## src/hdl/cps15_sdram_pkg.sv

```systemverilog
// SDRAM bank view as seen by the ROM fetch logic; read only, fixed two-word bursts, 16-bit bus
package cps15_sdram_pkg;

    // Word address into one 4M x 16 bank
    localparam int BANK_AW = 22;

    // Width of one data word on data_read
    localparam int WORD_W = 16;

    typedef logic [BANK_AW-1:0] bank_addr_t;

    typedef logic [WORD_W-1:0] sdram_word_t;

    // Words returned for each ba_rd request
    // The last one always comes with ba_rdy
    localparam int BURST_WORDS = 2;

endpackage

```

## src/hdl/cps15_client_pkg.sv

```systemverilog
// ROM client payload layouts and client indices; payload widths must be whole 16-bit words
package cps15_client_pkg;

    // Graphics payload, two bank words
    // Word 0 sits in bits 15:0, word 1 in bits 31:16
    typedef logic [31:0] gfx_data_t;

    // Sound payload, word 0 of the burst only
    typedef logic [15:0] snd_data_t;

    // Index of a client on the shared bank
    typedef enum logic {
        CLIENT_GFX = 1'b0,
        CLIENT_SND = 1'b1
    } client_id_t;

endpackage

```

## src/hdl/cps15_rom_slot.sv

```systemverilog
// One-entry ROM cache per client; payload_t must be a multiple of 16 bits, no more than BURST_WORDS words
`timescale 1ns/1ps

module cps15_rom_slot
    import cps15_sdram_pkg::*;
#(
    parameter int  AW        = 20,
    parameter type payload_t = logic [31:0]
) (
    input  logic          clk,
    input  logic          reset,
    // Client side
    input  logic          cs,
    input  logic [AW-1:0] addr,
    output logic          ok,
    output payload_t      data,
    // Arbiter side
    output logic          req,
    output logic [AW-1:0] req_addr,
    input  logic          word_ok,
    input  logic          fill_done,
    input  sdram_word_t   data_read
);

    localparam int PW     = $bits(payload_t);
    localparam int SW     = $bits(sdram_word_t);
    localparam int HALVES = PW / SW;
    localparam int CW     = $clog2(HALVES + 1);

    logic             valid;
    logic [AW-1:0]    tag;
    logic [PW-1:0]    payload_q;
    logic [PW+SW-1:0] shift_in;
    logic [CW-1:0]    word_cnt;
    logic             hit;
    logic             miss;
    logic             take;

    assign hit  = valid && (tag == addr);
    assign miss = cs && !hit && !req;

    // Answer straight from the entry, no wait on a hit
    assign ok   = cs && hit;
    assign data = payload_t'(payload_q);

    // New words enter at the top and move down, so word 0 ends up lowest
    assign shift_in = {data_read, payload_q};

    // Words past the payload size are dropped
    assign take = word_ok && (word_cnt < CW'(HALVES));

    always_ff @(posedge clk) begin
        if (reset) begin
            valid    <= 1'b0;
            req      <= 1'b0;
            word_cnt <= '0;
        end else if (req) begin
            if (take) begin
                word_cnt <= word_cnt + 1'b1;
            end
            if (fill_done) begin
                valid <= 1'b1;
                req   <= 1'b0;
            end
        end else if (miss) begin
            // Entry is overwritten during the fill, so drop it now
            valid    <= 1'b0;
            req      <= 1'b1;
            word_cnt <= '0;
        end
    end

    always_ff @(posedge clk) begin
        if (miss) begin
            req_addr <= addr;
        end
        if (req && take) begin
            payload_q <= shift_in[PW+SW-1:SW];
        end
        if (req && fill_done) begin
            tag <= req_addr;
        end
    end

endmodule

```

## src/hdl/cps15_bank_arbiter.sv

```systemverilog
// Two-client read arbiter for one SDRAM bank; one burst in flight, no writes, sound region at SND_OFFSET
`timescale 1ns/1ps

module cps15_bank_arbiter
    import cps15_sdram_pkg::*, cps15_client_pkg::*;
#(
    parameter int         GFX_AW     = 20,
    parameter int         SND_AW     = 19,
    parameter bank_addr_t SND_OFFSET = 22'h200000
) (
    input  logic              clk,
    input  logic              reset,
    // Slot side
    input  logic              gfx_req,
    input  logic [GFX_AW-1:0] gfx_addr,
    input  logic              snd_req,
    input  logic [SND_AW-1:0] snd_addr,
    output logic              gfx_word_ok,
    output logic              gfx_fill_done,
    output logic              snd_word_ok,
    output logic              snd_fill_done,
    // Bank side
    output bank_addr_t        ba_addr,
    output logic              ba_rd,
    input  logic              ba_ack,
    input  logic              ba_dok,
    input  logic              ba_rdy
);

    localparam int CW = $clog2(BURST_WORDS + 1);

    typedef enum logic [1:0] {
        IDLE,
        WAIT_ACK,
        RECV
    } state_t;

    state_t     state;
    client_id_t grant;
    client_id_t next_grant;
    logic [CW-1:0] word_cnt;
    logic       word_take;
    logic       last_word;

    // Round robin: grant holds whoever was served last
    always_comb begin
        if (gfx_req && snd_req) begin
            next_grant = (grant == CLIENT_GFX) ? CLIENT_SND : CLIENT_GFX;
        end else if (snd_req) begin
            next_grant = CLIENT_SND;
        end else begin
            next_grant = CLIENT_GFX;
        end
    end

    assign ba_rd = (state == WAIT_ACK);

    // Extra dok pulses beyond the burst length are not forwarded
    assign word_take = (state == RECV) && ba_dok && (word_cnt < CW'(BURST_WORDS));
    assign last_word = word_take && ba_rdy;

    assign gfx_word_ok   = word_take && (grant == CLIENT_GFX);
    assign snd_word_ok   = word_take && (grant == CLIENT_SND);
    assign gfx_fill_done = last_word && (grant == CLIENT_GFX);
    assign snd_fill_done = last_word && (grant == CLIENT_SND);

    always_ff @(posedge clk) begin
        if (reset) begin
            state    <= IDLE;
            grant    <= CLIENT_SND;
            word_cnt <= '0;
        end else begin
            case (state)
                IDLE: begin
                    if (gfx_req || snd_req) begin
                        grant <= next_grant;
                        state <= WAIT_ACK;
                    end
                end
                WAIT_ACK: begin
                    if (ba_ack) begin
                        word_cnt <= '0;
                        state    <= RECV;
                    end
                end
                RECV: begin
                    if (word_take) begin
                        word_cnt <= word_cnt + 1'b1;
                    end
                    if (last_word) begin
                        state <= IDLE;
                    end
                end
                default: begin
                    state <= IDLE;
                end
            endcase
        end
    end

    // Bank address is captured with the grant and held through the burst
    always_ff @(posedge clk) begin
        if (state == IDLE && (gfx_req || snd_req)) begin
            if (next_grant == CLIENT_GFX) begin
                ba_addr <= bank_addr_t'(gfx_addr);
            end else begin
                ba_addr <= bank_addr_t'(snd_addr) + SND_OFFSET;
            end
        end
    end

endmodule

```

## src/hdl/cps15_rom_fetch.sv

```systemverilog
// Graphics and sound ROM fetch on one SDRAM bank; single clock, sound ROM must fit above SND_OFFSET
`timescale 1ns/1ps

module cps15_rom_fetch
    import cps15_sdram_pkg::*, cps15_client_pkg::*;
#(
    parameter int         GFX_AW     = 20,
    parameter int         SND_AW     = 19,
    parameter bank_addr_t SND_OFFSET = 22'h200000
) (
    input  logic              clk,
    input  logic              reset,
    // Graphics ROM client
    input  logic              gfx_cs,
    input  logic [GFX_AW-1:0] gfx_addr,
    output logic              gfx_ok,
    output gfx_data_t         gfx_data,
    // Sound ROM client
    input  logic              snd_cs,
    input  logic [SND_AW-1:0] snd_addr,
    output logic              snd_ok,
    output snd_data_t         snd_data,
    // SDRAM bank
    output bank_addr_t        ba_addr,
    output logic              ba_rd,
    input  logic              ba_ack,
    input  logic              ba_dok,
    input  logic              ba_rdy,
    input  sdram_word_t       data_read
);

    logic              gfx_req;
    logic [GFX_AW-1:0] gfx_req_addr;
    logic              gfx_word_ok;
    logic              gfx_fill_done;
    logic              snd_req;
    logic [SND_AW-1:0] snd_req_addr;
    logic              snd_word_ok;
    logic              snd_fill_done;

    cps15_rom_slot #(
        .AW        ( GFX_AW     ),
        .payload_t ( gfx_data_t )
    ) u_gfx_slot (
        .clk       ( clk           ),
        .reset     ( reset         ),
        .cs        ( gfx_cs        ),
        .addr      ( gfx_addr      ),
        .ok        ( gfx_ok        ),
        .data      ( gfx_data      ),
        .req       ( gfx_req       ),
        .req_addr  ( gfx_req_addr  ),
        .word_ok   ( gfx_word_ok   ),
        .fill_done ( gfx_fill_done ),
        .data_read ( data_read     )
    );

    // Sound keeps word 0 only, the second burst word is dropped in the slot
    cps15_rom_slot #(
        .AW        ( SND_AW     ),
        .payload_t ( snd_data_t )
    ) u_snd_slot (
        .clk       ( clk           ),
        .reset     ( reset         ),
        .cs        ( snd_cs        ),
        .addr      ( snd_addr      ),
        .ok        ( snd_ok        ),
        .data      ( snd_data      ),
        .req       ( snd_req       ),
        .req_addr  ( snd_req_addr  ),
        .word_ok   ( snd_word_ok   ),
        .fill_done ( snd_fill_done ),
        .data_read ( data_read     )
    );

    cps15_bank_arbiter #(
        .GFX_AW     ( GFX_AW     ),
        .SND_AW     ( SND_AW     ),
        .SND_OFFSET ( SND_OFFSET )
    ) u_arbiter (
        .clk           ( clk           ),
        .reset         ( reset         ),
        .gfx_req       ( gfx_req       ),
        .gfx_addr      ( gfx_req_addr  ),
        .snd_req       ( snd_req       ),
        .snd_addr      ( snd_req_addr  ),
        .gfx_word_ok   ( gfx_word_ok   ),
        .gfx_fill_done ( gfx_fill_done ),
        .snd_word_ok   ( snd_word_ok   ),
        .snd_fill_done ( snd_fill_done ),
        .ba_addr       ( ba_addr       ),
        .ba_rd         ( ba_rd         ),
        .ba_ack        ( ba_ack        ),
        .ba_dok        ( ba_dok        ),
        .ba_rdy        ( ba_rdy        )
    );

endmodule

```

## config.mk

```make
export PLATFORM = sky130hd
export DESIGN_NAME = cps15_rom_fetch
export DESIGN_NICKNAME = d
export VERILOG_FILES = /design/src/hdl/cps15_sdram_pkg.sv /design/src/hdl/cps15_client_pkg.sv /design/src/hdl/cps15_rom_slot.sv /design/src/hdl/cps15_bank_arbiter.sv /design/src/hdl/cps15_rom_fetch.sv
export SDC_FILE = /design/constraint.sdc
export NUM_CORES = 1
export LEC_CHECK = 0
export BUFFER_PORTS_ARGS = -buffer_cell sky130_fd_sc_hd__buf_2
export CAP_MARGIN = 20
export CORE_MARGIN = 2
export CORE_UTILIZATION = 45
export CTS_BUF_LIST = sky130_fd_sc_hd__clkbuf_2 sky130_fd_sc_hd__clkbuf_4 sky130_fd_sc_hd__clkbuf_8
export DETAILED_ROUTE_END_ITERATION = 8
export PLACE_DENSITY = 0.7
export SLEW_MARGIN = 10
export SYNTH_ARGS = -nofsm -noshare
export SYNTH_HDL_FRONTEND = slang
export SYNTH_SLANG_ARGS = --single-unit
```

## constraint.sdc

```tcl
create_clock -name clk -period 4.79 [get_ports clk]
set_input_delay 0.2395 -clock clk [delete_from_list [all_inputs] [get_ports clk]]
set_output_delay 0.2395 -clock clk [all_outputs]
set_load 0.02 [all_outputs]
```

==> metrics.txt, run 1 <==
sequential-to-total area share from yosys stat=between 80% and 90%; post-synth top area cell=edfxtp_1; clock latency on the worst-skew pair=0.46 ns; antenna violations before repair=0; first-pass GRT wire length=between 15000 and 20000 µm; Max Cap Violations=0; Pwr Density=roughly 380 nW/µm²; critical setup path kind=primary input to output port; Initial Utilization=45.5%; Post-Synthesis Net Count=363; Worst Path Arrival=2.43 ns; post-synthesis cell count=301; vias in the first global route=3414; Worst setup SP type=primary input; Least-Margin Pin Slew=0.789 ns; max_slew headroom=47.4%; total CTS buffers=17; CTS sink cnt=~160; Max VDD drop=0.250 mV; Die Span X=between 100 and 150 µm; Final Skew=between 0.015 and 0.02 ns; worst hold slack=0.0670 ns; Pins Over Slew Limit=0; crit path max fanout=3; status=completed; Synth-to-Final Area Change=34.2%; DP Worst Slack=2.62 ns; final period demand of the worst path=roughly 2.7 ns; clk root buf=clkbuf_8; total global-route track usage=17.8%; postcts setup bufs=0; RSZ-0062 raised after global routing=false; worst setup margin=approximately 2.1 ns; Hold WC Path Type=primary input to flip-flop; row cnt=41; Port Buf Inserts=133; share of cells above drive strength 1=37.9%; die area=between 10000 and 15000 µm²; routed wire length per instance=about 17 µm; Avg Cell Area, Syn=18.9 µm²; # hold bufs at CTS=55; FFs w/ async S/R, synth=0%; Worst-path clk slew=~0.090 ns; n_diodes=0; initial drt markers=252; Yosys cell types=32; DRC=0; Via-to-Cell Ratio=4.85; top post-synthesis cells by area=edfxtp_1, xnor2_1, dfxtp_1; Fmax=375 MHz; IO Count=135; htree depth=4; WP data required=4.55 ns; Post-synth EDFFs=147; yosys warns=0; final setup vio count=0; Synth Flop Type=edfxtp_1; Netlist Area Pre-Place=5700 µm²; post-route ant nets=0; HPWL Detailed=7780 µm; Hold Vio Cnt, Final=0; DRT Pass-1 Iters=4; Setup TNS=0 ns; Vias=around 3400; placer congestion estimate=0.782; post-route clock period utilization=approximately 56%; Synth top area share=~77%; routed wire length=about 12000 µm; core area=12500 µm²; #FFs+latches synth=159; Lkg Pwr=2.78 nW; CTS Buffer Depth=2; CP Capture Type=output port; Die Y=approximately 120 µm; post-CTS sizing=0; GR Overflow Total=0; pin count of the biggest net entering global routing=33; CTS tree=yes; nets=around 570
-- routing by layer --
metal | share of wire (%) | GRT usage, % | vias up
met5 | 0 | 0 | -
met4 | 1.3 | 6.20 | 0
met3 | 6.4 | 6.18 | 12
met2 | 48 | 29.2 | 152
met1 | 45 | 22.3 | 1641
li1 | - | - | 1576
-- report_power, final --
part / internal [mW] / switching [mW]
sequential: 1.57 / 0.0228
combinational: 0.105 / 0.122
clock: 0.574 / 0.511
total: 2.25 / 0.655
-- cells in the mapped netlist, types with 3 or more instances --
cell type    n
edfxtp_1   147
xnor2_1     36
dfxtp_1     12
o21ai_0      3
nor3_1       7
nor2_1       9
o21a_1       5
inv_1        4
nand2_1      6
and3_1       3
nand3_1      3
nor4_1       3
mux2_2      19
clkbuf_1     3
nor2b_1      4
a21oi_1      4
xor2_1       5
nand4_1     12
-- logic make-up after synthesis --
logic type / after synthesis / synth area share [%]
buffers and inverters: 8 / 0.593
flip-flops: 159 / 81.7
AO/OA/AOI/OAI: 18 / 2.15
AND/OR/NAND/NOR: 55 / 5.49
XOR/XNOR: 41 / 6.30
multiplexers: 19 / 3.75
other: 1 / 0.0658
-- layout by cell type (no fill, tap or decap), types with 3 or more instances in the layout --
cell and instances:
a21oi_1 3, and3_1 3, buf_2 133, buf_4 7
bufinv_16 4, clkbuf_8 17, clkinv_4 7, dfxtp_1 12
dlygate4sd3_1 55, edfxtp_1 147, inv_1 4, mux2_2 19
nand2_1 6, nand3_1 3, nand4_1 12, nor2_1 9
nor2b_1 4, nor3_1 5, o21a_1 5, o21ai_0 3
xnor2_1 36, xor2_1 5
-- through the flow --
step | power (mW) | utilization, % | cell area [µm²] | std cells
floorplan | 1.72 | - | 5700 | 301
global placement | 1.81 | 53.0 | 6640 | 609
global route | 3.01 | 61.1 | 7650 | 697
finish | 2.91 | 61.1 | 7650 | 697
detailed placement | 1.82 | 53.0 | 6640 | 609
CTS | 2.93 | 61.0 | 7630 | 696
-- layout make-up --
cell class | instances | area, µm²
repair buffers | 196 | 1280
clock buffers | 17 | 234
well taps | 172 | 215
multi-input cells | 134 | 1040
clock inverters | 15 | 210
flip-flops and latches | 159 | 4650
inverters | 4 | 15.0
fillers | 958 | 4870
-- critical path, cell delays in order --
cell	delay [ns]
dlygate4sd3_1	0.53
buf_2	0.15
xnor2_1	0.29
nand4_1	0.14
or4_4	0.58
nor3_1	0.28
buf_2	0.22
-- state kept, by name, summed over array words and instances (netlist names), 16 cells and up --
| register | count |
|---|---|
| u_snd_slot.data | 16 |
| u_snd_slot.tag | 19 |
| u_gfx_slot.tag | 20 |
| u_gfx_slot.req_addr | 20 |
| u_arbiter.ba_addr | 21 |
| u_snd_slot.req_addr | 19 |
| u_gfx_slot.data | 32 |
-- path summary, 6_finish.rpt --
path | slack, ns | end | from | cells past startpoint
min reg2reg | 0.45 | u_gfx_slot.tag[11]$_DFFE_PP_ | u_gfx_slot.req_addr[11]$_DFFE_PP_ | 0
min | 0.07 | u_arbiter.state[1]$_SDFFE_PP0P_ | reset | 2
max reg2reg | 2.57 | u_gfx_slot.req_addr[8]$_DFFE_PP_ | u_gfx_slot.tag[3]$_DFFE_PP_ | 6
max | 2.12 | gfx_ok | gfx_addr[3] | 7
Note: power is estimated with default switching activity, not from simulation.
==> inputs of run 2 (changes only) <==
- PLACE_DENSITY: 0.7 -> 0.72
- clock period: 4.79 -> 2.2 ns (I/O delays scaled with it)
==> run 2 against run 1 <==
Largest cell class unchanged. Die area did not move. Largest power group unchanged. Final cell count rose by 0.86%. Register-to-register slack got worse by 2.4 ns.
==> metrics.txt, run 2 (synthesized netlist as in run 1, its figures left out) <==
Worst-path clk slew=0.08 ns; Initial Utilization=a little under half; placer congestion estimate=0.796; CP Capture Type=output port; core area=approximately 13000 µm²; fill count=968; Hold WC Path Type=primary input to flip-flop; crit path max fanout=3; status=completed; CTS sink cnt=between 150 and 200; IO Count=135; utilization after layout=62.3%; clock latency on the worst-skew pair=0.44 ns; post-route clock period utilization=98.8%; clk root buf=clkbuf_8; Fmax=460 MHz; Max Cap Violations=0; nets=around 580; row cnt=41; routed wire length=12100 µm; Die Span X=roughly 120 µm; Vias=3461; flop2flop setup slack=around 0.12 ns; commonest cells after routing, fill and taps aside=edfxtp_1, buf_2, dlygate4sd3_1, xnor2_1, mux2_2; Net Sw Power=1.38 mW; HPWL Detailed=7980 µm; Worst setup SP type=flip-flop; Largest register FFs=32; Sw Share=22.0%; WP data required=2.09 ns; Logic pwr share=between 8 and 9%; routed wire length per instance=around 17 µm; total CTS buffers=17; Via-to-Cell Ratio=4.92; critical setup path kind=flip-flop to output port; post-route cell area=around 7800 µm²; first-pass GRT wire length=17800 µm; Reg area=roughly 4700 µm²; DP Area=6720 µm²; DRT Pass-1 Iters=4; DRC=0; Reg power frac=between 50% and 60%; pin count of the biggest net entering global routing=33; total global-route track usage=18.1%; Lkg Pwr=2.85 nW; initial drt markers=294; Max VDD drop=0.438 mV; antenna violations before repair=0; multi-input logic area=1100 µm²; n_diodes=0; CTS tree=yes; vias in the first global route=between 3000 and 4000; Die Y=117 µm; GR Overflow Total=0; Port Buf Inserts=133; P_int=4.91 mW; htree depth=4; Pwr Density=807 nW/µm²; Pins Over Slew Limit=0; Synth-to-Final Area Change=36.9%; final period demand of the worst path=2.17 ns; final setup vio count=0; share of cells above drive strength 1=39.4%; post-route ant nets=0; die area=13600 µm²; postcts setup bufs=0; Worst Path Arrival=between 2 and 2.5 ns; RSZ-0062 raised after global routing=true; Clk pwr share=about 37%; most common cell after layout, fill and taps aside=edfxtp_1; Hold Vio Cnt, Final=0; Final Skew=slightly above 0.008 ns; CTS Buffer Depth=2
==> run 2: changes by cell type in the layout (fill, tap and decap cells not counted), sizes merged <==
cell	before	now
dlygate4sd3	55	59
buf	141	144
clkinv	8	6
clkinvlp	1	3
inv	6	4
clkbuf	17	18
==> run 2: routing by layer <==
layer / track usage [%] / up-vias / part of all wire, %
met1: 21.9 / 1702 / 42
met5: 0 / - / 0
met2: 31.0 / 149 / 49
met3: 5.19 / 15 / 7.1
li1: - / 1595 / -
met4: 7.29 / 0 / 1.6
==> run 2: stage by stage <==
| step | setup TNS, ns | setup slack (ns) | total power [mW] | std cells | hold WS, ns |
|---|---|---|---|---|---|
| floorplan | 0 | 0.0420 | 3.76 | 301 | 0.209 |
| global placement | 0 | 0.231 | 3.96 | 613 | 0.301 |
| detailed placement | 0 | 0.130 | 3.97 | 613 | 0.306 |
| CTS | -0.0413 | -0.0413 | 6.34 | 703 | 0.0253 |
| global route | -0.104 | -0.104 | 6.54 | 703 | 0.0296 |
| finish | 0 | 0.0272 | 6.30 | 703 | 0.0541 |
==> run 2: power by group through the flow <==
| stage | clock [mW] | sequential, mW | combinational, mW |
|---|---|---|---|
| 3_5_place_dp | 0 | 3.55 | 0.423 |
| 6_report | 2.31 | 3.48 | 0.510 |
| 3_3_place_gp | 0 | 3.54 | 0.418 |
| 2_1_floorplan | 0 | 3.59 | 0.164 |
| 5_1_grt | 2.50 | 3.49 | 0.549 |
| 4_1_cts | 2.35 | 3.48 | 0.511 |
==> run 2: final cells by class <==
type / count / share of cell area [%]
Sequential cell: 159 / 59.7
Timing Repair Buffer: 203 / 17.7
Multi-Input combinational cell: 134 / 14.1
Clock buffer: 18 / 3.10
Tap cell: 172 / 2.76
Clock inverter: 13 / 2.45
Inverter: 4 / 0.192
==> run 2: worst paths after layout <==
check / from / endpoint / depth (start not counted)
worst max-delay path: u_gfx_slot.tag[0]$_DFFE_PP_ / gfx_ok / 5
worst min-delay path: gfx_cs / u_gfx_slot.req$_SDFF_PP0_ / 3
worst max register to register: u_gfx_slot.tag[0]$_DFFE_PP_ / u_gfx_slot.req_addr[4]$_DFFE_PP_ / 6
worst min register to register: u_snd_slot.req_addr[12]$_DFFE_PP_ / u_snd_slot.tag[12]$_DFFE_PP_ / 0
==> run 2: worst max-delay path: stages (launching register included) <==
cell      delay (ns)
edfxtp_1        0.40
xnor2_1         0.22
nand3_1         0.10
or4_4           0.56
nor3_4          0.20
buf_6           0.14
==> run 2: what timing repair did <==
action                                 CTS  global route
endpoints found under the hold margin   78             0
resized for setup                        7             3
gates cloned                             0             0
pin swaps                                1             1
setup endpoints to repair                1            21
hold buffers                            59             0
